===== src/arcade_defines.svh =====
`ifndef ARCADE_DEFINES_SVH
`define ARCADE_DEFINES_SVH

`define STATUS_W      32
`define JOY_W         8
`define SAMPLE_W      16
`define APB_ADDR_W    8

// ps/2 set 2 scancodes
`define KEY_UP        8'h75
`define KEY_DOWN      8'h72
`define KEY_LEFT      8'h6B
`define KEY_RIGHT     8'h74
`define KEY_COIN      8'h76 // esc
`define KEY_START1    8'h05 // f1
`define KEY_START2    8'h06 // f2
`define KEY_FIRE1     8'h29 // space
`define KEY_FIRE2     8'h11 // alt

`define ST_RESET      0
`define ST_ROTATE     2 // zero means rotated
`define ST_SOFT_RESET 6

`define REG_STATUS    8'h00
`define REG_BUTTONS   8'h04

`endif


===== src/arcade_pkg.sv =====
`include "arcade_defines.svh"

package arcade_pkg;

	typedef logic [`STATUS_W-1:0] status_t;

	typedef logic [`JOY_W-1:0] joy_t; // right, left, down, up, fire1, fire2 from bit 0

	typedef logic [7:0] scancode_t;

	typedef logic [`SAMPLE_W-1:0] sample_t;

	// right, left, down, up, fire1, fire2, coin, start1, start2 from bit 0
	typedef logic [8:0] buttons_t;

	typedef logic [2:0] colour3_t;

	typedef logic [5:0] colour6_t;

	typedef enum logic {
		apb_idle,
		apb_access // setup seen, access expected
	} apb_state_t;

endpackage


===== src/panel_if.sv =====
`timescale 1ns/1ns

interface panel_if;
	logic up;
	logic down;
	logic left;
	logic right;
	logic fire1;
	logic fire2;
	logic coin;
	logic start1;
	logic start2;

	modport source (output up, down, left, right, fire1, fire2, coin, start1, start2);

	modport sink (input up, down, left, right, fire1, fire2, coin, start1, start2);

endinterface


===== src/host_status_regs.sv =====
`timescale 1ns/1ns
`include "arcade_defines.svh"

module host_status_regs (
	input  logic                   clock_24,
	input  logic                   rst_n,
	input  logic [`APB_ADDR_W-1:0] paddr,
	input  logic                   psel,
	input  logic                   penable,
	input  logic                   pwrite,
	input  logic [`STATUS_W-1:0]   pwdata,
	input  arcade_pkg::buttons_t   buttons,
	output logic [`STATUS_W-1:0]   prdata,
	output logic                   pready,
	output logic                   pslverr,
	output arcade_pkg::status_t    status
);
	import arcade_pkg::*;

	apb_state_t state;
	logic access;
	logic hit_status;
	logic hit_buttons;
	logic bad;

	assign access = psel & penable;
	assign hit_status = (paddr == `REG_STATUS);
	assign hit_buttons = (paddr == `REG_BUTTONS);

	// unmapped, read-only target, or penable without setup
	assign bad = ~(hit_status | hit_buttons) | (hit_buttons & pwrite) | (state != apb_access);

	always_ff @(posedge clock_24) begin
		if (!rst_n) begin
			state <= apb_idle;
		end else if (psel && !penable) begin
			state <= apb_access; // setup phase
		end else begin
			state <= apb_idle;
		end
	end

	always_ff @(posedge clock_24) begin
		if (!rst_n) begin
			status <= '0;
		end else if (access && pwrite && hit_status && state == apb_access) begin
			status <= pwdata;
		end
	end

	assign pready = access; // no wait states
	assign pslverr = access & bad;

	always_comb begin
		if (hit_status) begin
			prdata = status;
		end else if (hit_buttons) begin
			prdata = {{(`STATUS_W - $bits(buttons_t)){1'b0}}, buttons};
		end else begin
			prdata = '0;
		end
	end

endmodule


===== src/key_decoder.sv =====
`timescale 1ns/1ns
`include "arcade_defines.svh"

module key_decoder (
	input  logic                  clock_24,
	input  logic                  rst_n,
	input  logic                  key_strobe,
	input  logic                  key_pressed,
	input  arcade_pkg::scancode_t key_code,
	panel_if.source               panel
);
	logic old_strobe;
	logic toggle;

	assign toggle = (old_strobe != key_strobe);

	always_ff @(posedge clock_24) begin
		if (!rst_n) begin
			old_strobe <= 1'b0;
			panel.up <= 1'b0;
			panel.down <= 1'b0;
			panel.left <= 1'b0;
			panel.right <= 1'b0;
			panel.fire1 <= 1'b0;
			panel.fire2 <= 1'b0;
			panel.coin <= 1'b0;
			panel.start1 <= 1'b0;
			panel.start2 <= 1'b0;
		end else begin
			old_strobe <= key_strobe;
			if (toggle) begin
				case (key_code)
					`KEY_UP:     panel.up <= key_pressed;
					`KEY_DOWN:   panel.down <= key_pressed;
					`KEY_LEFT:   panel.left <= key_pressed;
					`KEY_RIGHT:  panel.right <= key_pressed;
					`KEY_FIRE1:  panel.fire1 <= key_pressed;
					`KEY_FIRE2:  panel.fire2 <= key_pressed;
					`KEY_COIN:   panel.coin <= key_pressed;
					`KEY_START1: panel.start1 <= key_pressed;
					`KEY_START2: panel.start2 <= key_pressed;
					default: ; // unknown codes ignored
				endcase
			end
		end
	end

endmodule


===== src/control_mapper.sv =====
`timescale 1ns/1ns
`include "arcade_defines.svh"

module control_mapper (
	input  logic                clock_24,
	input  logic                rst_n,
	input  arcade_pkg::joy_t    joystick_0,
	input  arcade_pkg::joy_t    joystick_1,
	input  arcade_pkg::status_t status,
	input  logic                reset_button,
	panel_if.sink               panel,
	output logic                up,
	output logic                down,
	output logic                left,
	output logic                right,
	output logic                fire1,
	output logic                fire2,
	output logic                coin,
	output logic                start1,
	output logic                start2,
	output logic                game_reset,
	output arcade_pkg::buttons_t buttons
);
	import arcade_pkg::*;

	buttons_t key_vec;
	logic rotated;
	logic m_up, m_down, m_left, m_right;

	assign key_vec = {panel.start2, panel.start1, panel.coin, panel.fire2, panel.fire1,
		panel.up, panel.down, panel.left, panel.right};
	assign rotated = ~status[`ST_ROTATE];

	assign m_right = panel.right | joystick_0[0] | joystick_1[0];
	assign m_left = panel.left | joystick_0[1] | joystick_1[1];
	assign m_down = panel.down | joystick_0[2] | joystick_1[2];
	assign m_up = panel.up | joystick_0[3] | joystick_1[3];

	always_ff @(posedge clock_24) begin
		if (!rst_n) begin
			{up, down, left, right} <= 4'b0;
			{fire1, fire2, coin, start1, start2} <= 5'b0;
			game_reset <= 1'b0;
			buttons <= '0;
		end else begin
			up <= rotated ? m_left : m_up;
			down <= rotated ? m_right : m_down;
			left <= rotated ? m_down : m_left;
			right <= rotated ? m_up : m_right;
			fire1 <= panel.fire1 | joystick_0[4] | joystick_1[4];
			fire2 <= panel.fire2 | joystick_0[5] | joystick_1[5];
			coin <= panel.coin;
			start1 <= panel.start1;
			start2 <= panel.start2;
			game_reset <= status[`ST_RESET] | status[`ST_SOFT_RESET] | reset_button;
			buttons <= key_vec; // raw keys for read-back
		end
	end

endmodule


===== src/video_out.sv =====
`timescale 1ns/1ns

module video_out (
	input  logic                 clock_24,
	input  logic                 rst_n,
	input  arcade_pkg::colour3_t game_r,
	input  arcade_pkg::colour3_t game_g,
	input  logic [1:0]           game_b,
	input  logic                 game_hblank,
	input  logic                 game_vblank,
	input  logic                 game_hs,
	input  logic                 game_vs,
	output arcade_pkg::colour6_t vga_r,
	output arcade_pkg::colour6_t vga_g,
	output arcade_pkg::colour6_t vga_b,
	output logic                 vga_hs,
	output logic                 vga_vs
);
	import arcade_pkg::*;

	colour3_t blue3;
	logic blank;

	assign blue3 = {game_b, game_b[0]}; // 2 to 3 bits
	assign blank = game_hblank | game_vblank;

	always_ff @(posedge clock_24) begin
		if (!rst_n) begin
			vga_r <= '0;
			vga_g <= '0;
			vga_b <= '0;
			vga_hs <= 1'b1;
			vga_vs <= 1'b1;
		end else begin
			vga_r <= blank ? '0 : {game_r, game_r};
			vga_g <= blank ? '0 : {game_g, game_g};
			vga_b <= blank ? '0 : {blue3, blue3};
			vga_hs <= game_hs; // same delay as colours
			vga_vs <= game_vs;
		end
	end

endmodule


===== src/audio_dac.sv =====
`timescale 1ns/1ns
`include "arcade_defines.svh"

module audio_dac (
	input  logic                clock_24,
	input  logic                rst_n,
	input  arcade_pkg::sample_t sample,
	output logic                audio_out
);
	logic [`SAMPLE_W:0] acc; // top bit is the carry

	// first-order sigma-delta, density of ones tracks sample / 2^16
	always_ff @(posedge clock_24) begin
		if (!rst_n) begin
			acc <= '0;
		end else begin
			acc <= {1'b0, acc[`SAMPLE_W-1:0]} + {1'b0, sample};
		end
	end

	assign audio_out = acc[`SAMPLE_W]; // registered carry

endmodule


===== src/arcade_io_top.sv =====
`timescale 1ns/1ns
`include "arcade_defines.svh"

module arcade_io_top (
	input  logic                   clock_24,
	input  logic                   rst_n,
	input  logic [`APB_ADDR_W-1:0] paddr,
	input  logic                   psel,
	input  logic                   penable,
	input  logic                   pwrite,
	input  logic [`STATUS_W-1:0]   pwdata,
	output logic [`STATUS_W-1:0]   prdata,
	output logic                   pready,
	output logic                   pslverr,
	input  logic                   key_strobe,
	input  logic                   key_pressed,
	input  arcade_pkg::scancode_t  key_code,
	input  arcade_pkg::joy_t       joystick_0,
	input  arcade_pkg::joy_t       joystick_1,
	input  logic                   reset_button,
	input  arcade_pkg::colour3_t   game_r,
	input  arcade_pkg::colour3_t   game_g,
	input  logic [1:0]             game_b,
	input  logic                   game_hblank,
	input  logic                   game_vblank,
	input  logic                   game_hs,
	input  logic                   game_vs,
	input  arcade_pkg::sample_t    audio_sample,
	output arcade_pkg::colour6_t   vga_r,
	output arcade_pkg::colour6_t   vga_g,
	output arcade_pkg::colour6_t   vga_b,
	output logic                   vga_hs,
	output logic                   vga_vs,
	output logic                   audio_out,
	output logic                   game_up,
	output logic                   game_down,
	output logic                   game_left,
	output logic                   game_right,
	output logic                   game_fire1,
	output logic                   game_fire2,
	output logic                   game_coin,
	output logic                   game_start1,
	output logic                   game_start2,
	output logic                   game_reset
);
	import arcade_pkg::*;

	status_t status;
	buttons_t buttons;

	panel_if panel ();

	host_status_regs u_regs (
		.clock_24, .rst_n, .paddr, .psel, .penable, .pwrite, .pwdata,
		.buttons, .prdata, .pready, .pslverr, .status
	);

	key_decoder u_keys (
		.clock_24, .rst_n, .key_strobe, .key_pressed, .key_code,
		.panel(panel.source)
	);

	control_mapper u_mapper (
		.clock_24, .rst_n, .joystick_0, .joystick_1, .status, .reset_button,
		.panel(panel.sink),
		.up(game_up), .down(game_down), .left(game_left), .right(game_right),
		.fire1(game_fire1), .fire2(game_fire2), .coin(game_coin),
		.start1(game_start1), .start2(game_start2),
		.game_reset, .buttons
	);

	video_out u_video (
		.clock_24, .rst_n, .game_r, .game_g, .game_b, .game_hblank, .game_vblank,
		.game_hs, .game_vs, .vga_r, .vga_g, .vga_b, .vga_hs, .vga_vs
	);

	audio_dac u_dac (
		.clock_24, .rst_n, .sample(audio_sample), .audio_out
	);

endmodule


===== config.mk =====
export PLATFORM = sky130hd
export DESIGN_NAME = arcade_io_top
export DESIGN_NICKNAME = d
export VERILOG_FILES = /design/src/arcade_pkg.sv /design/src/panel_if.sv /design/src/host_status_regs.sv /design/src/key_decoder.sv /design/src/control_mapper.sv /design/src/video_out.sv /design/src/audio_dac.sv /design/src/arcade_io_top.sv
export VERILOG_INCLUDE_DIRS = /design/src
export SDC_FILE = /design/constraint.sdc
export NUM_CORES = 1
export LEC_CHECK = 0
export BUFFER_PORTS_ARGS = -buffer_cell sky130_fd_sc_hd__buf_2
export CAP_MARGIN = 20
export CORE_UTILIZATION = 43
export CTS_BUF_LIST = sky130_fd_sc_hd__clkbuf_8 sky130_fd_sc_hd__clkbuf_16
export DETAILED_ROUTE_END_ITERATION = 7
export GPL_TIMING_DRIVEN = 0
export PLACE_DENSITY = 0.72
export SYNTH_ARGS = -nofsm -noshare
export SYNTH_HDL_FRONTEND = slang
export SYNTH_HIERARCHICAL = 1
export SYNTH_SLANG_ARGS = --single-unit

===== constraint.sdc =====
create_clock -name clock_24 -period 2.05 [get_ports clock_24]
set_input_delay 0.205 -clock clock_24 [delete_from_list [all_inputs] [get_ports clock_24]]
set_output_delay 0.205 -clock clock_24 [all_outputs]
set_load 0.005 [all_outputs]

==> metrics <==
P_leak 2.578 nW; global-route met3 utilization 0.03830; mapped cell area 4309 sq um; Worst Clk Skew 0.005489 ns; Main synth FF type dfxtp_1; critical-path cell list buf_2, or4_4, nor2_1, clkbuf_1, and2_1, buf_2; GRT busiest layer met2; Critical Setup Path Class input port to output port; number of fill cells in the layout 889; area occupied by multi-input gates 2362 sq um; Layout Nets 751; drt pass-1 iters 6; DP Cell Count 756; drt drc 0; CP required 1.85 ns; first-pass GRT wire length 15.85 mm; headroom to the max-slew limit 0.5032; post-synth net total 580; Yosys cell types 57; Initial DRC Count 99; grt met1 use 0.2303; worst min path class input port to register; Die Y 102.1 microns; cells on worst reg2reg path 7; Synth Area in Adders 0.05110; die span in x 102.1 microns; max frequency 515.8 MHz; GPL Wtd Cong 0.8990; Synth Area in Simple Gates 0.2680; RR Startpoint u_dac/acc[0]$_SDFF_PN0_; CTS root buf clkbuf_8; area grow syn2layout 27.12%; vias per cell 4.946; final hold violations 0; Post-synth ARST share 0; Worst R2R Setup Slack 0.12 ns; total track usage 0.1973; global routing usage on met2 0.3480; initial antenna violation count 0; cts hold-fix bufs 0; clock sink total 86; largest family of logic cells by synthesized area simple AND/OR/NAND/NOR gates; Layout Utilization 0.5630; post-synthesis mux area share 0.1278; number of synthesized flops with an enable pin 0; fin. max-slew vios 0; setup bufs post-CTS 0; post-synthesis register bit count 86; non-filler cells, final 772; Critical Path Sink Type output port; register area 1722 sq um; minimum clock period 1.939 ns; Max Root-Sink Buffers 2; Core ar. 9729 sq um; vias in the first global route 3490; I/O pin count 165; starting density of the core 0.4429; H-tree depth 3; post-DP HPWL 8.043 mm; Post-Route WL 10.48 mm; most frequent CP cell buf_2; RSZ-0062 raised after global routing false; period utilisation layout 0.9457; startpoint types input port; beginning of the worst hold path game_vs; layout cells sized above 1 0.3459; Routed WL per cell 13.58 microns; IO buf count 160; via count 3818; Post-DRT Antenna Nets 0; total grt overflow 0; Hold Path Sink u_video/vga_vs$_SDFF_PN1_; slowest stage cell, crit path or4_4; Worst-Margin Slew 0.7452 ns; Worst-Skew Late Latency 0.36 ns; Cell Pwr Density 809.4 nW/um^2; pin count of the biggest net entering global routing 30; max_cap viols 0; Seq/Total Area, Yosys 0.3995; Worst path max stage delay 0.56 ns; syn_area_per_cell 9.307 sq um; Compound-Gate Fraction of Synth Area 0.07666; Cells after Synth 463; CP max FO 10; FF-to-FF End u_dac/acc[14]$_SDFF_PN0_; setup TNS 0 ns; Site Rows 36; Synth warnings 6; status completed; TritonCTS clock tree built; Max VDD drop 610.5 uV; Antenna diodes 0; Synth Area in XOR/XNOR 0.02207; die area 10430 sq um; CTS Buf Count 9; # setup viols final 0; hold path depth 2; WP data arrival 1.73 ns; CTS clk-pin slew, worst paths 0.09 ns
metal layers:
metal	vias up	wire (microns)
li1	1930	-
met1	1740	4650
met2	135	4944
met3	13	680
met4	0	209
met5	-	0
registers in the layout, indices dropped and copies added, names as in the netlist, 2 cells and up:
register and count:
u_regs/status 32, u_dac/acc 17, u_mapper/buttons 8, u_video/vga_g 3, u_video/vga_r 3, u_video/vga_b 2
per-stage QoR:
stage	worst slack (ns)	power, mW	area, sq um	hold slack [ns]
2_1_floorplan	0.2502	2.911	4309	0.2780
3_3_place_gp	0.06367	3.212	5276	0.3883
3_5_place_dp	0.01767	3.247	5276	0.3899
4_1_cts	0.01561	4.442	5466	0.004179
5_1_grt	0.01481	4.703	5478	0.03105
6_report	0.1114	4.434	5478	0.02152
cells in the final DEF (no fill, tap or decap), drive strengths merged, types with 9 or more instances in the layout:
| cell type | count |
|---|---|
| a21oi | 13 |
| nor3 | 10 |
| and2 | 45 |
| buf | 179 |
| ha | 16 |
| nand4 | 10 |
| mux2i | 55 |
| dfxtp | 86 |
| nand2 | 89 |
| nor2 | 16 |
| and4bb | 9 |
| clkbuf | 21 |
area by class of cell:
class / instances / share of cell area
plain buffers: 31 / 0.03837
clock buffers: 9 / 0.02261
clock inverters: 7 / 0.01211
inverters: 7 / 0.004797
multi-input cells: 339 / 0.4312
flip-flops and latches: 86 / 0.3143
well taps: 133 / 0.03038
repair buffers: 160 / 0.1462
Yosys cell counts (2+ instances only):
library cell,instances,share of area
a211oi_1,4,0.0070
a21o_1,3,0.0052
a21oi_1,12,0.014
a41oi_1,3,0.0061
and2_1,44,0.064
and4bb_2,9,0.026
buf_4,13,0.023
buf_6,6,0.016
clkbuf_1,12,0.010
dfxtp_1,86,0.40
ha_1,16,0.046
inv_1,6,0.0052
mux2i_1,55,0.13
nand2_1,89,0.078
nand2b_1,6,0.0087
nand3_1,5,0.0058
nand4_1,10,0.015
nor2_1,16,0.014
nor2b_1,4,0.0058
nor3_1,9,0.010
nor3b_1,2,0.0035
nor4_1,3,0.0044
nor4_2,2,0.0058
o211ai_1,2,0.0035
o21ai_0,6,0.0070
or4_4,2,0.0052
xnor2_1,8,0.016
logic make-up after synthesis:
group / Yosys count
compound gates: 46
xor+xnor: 10
fa+ha+maj: 17
buf+inv: 38
flops: 86
mux: 55
simple gates: 211
how the worst max path moves through the flow:
stage | from | endpoint | slack [ns]
finish | paddr[1] | prdata[11] | 0.11
global route | paddr[1] | prdata[11] | 0.01
CTS | u_dac/acc[0]$_SDFF_PN0_ | u_dac/acc[12]$_SDFF_PN0_ | 0.02
detailed placement | audio_sample[0] | u_dac/acc[12]$_SDFF_PN0_ | 0.02
global placement | audio_sample[0] | u_dac/acc[14]$_SDFF_PN0_ | 0.06
floorplan | u_dac/acc[0]$_SDFF_PN0_ | u_dac/acc[14]$_SDFF_PN0_ | 0.25
critical path, delay by kind of cell:
| family | cells | cell delay [ns] |
|---|---|---|
| buffers and inverters | 3 | 0.54 |
| AND/OR/NAND/NOR | 3 | 0.97 |
power by group:
part | internal, mW | switching, mW
Clock | 0.554 | 0.628
Sequential | 1.82 | 0.0455
Combinational | 0.653 | 0.735
repair_timing:
action / 4_1_cts / 5_1_grt
hold endpoints to repair: 0 / 0
setup endpoints to repair: 0 / 6
resized for setup: 0 / 2
Note: power is estimated with default switching activity, not from simulation.
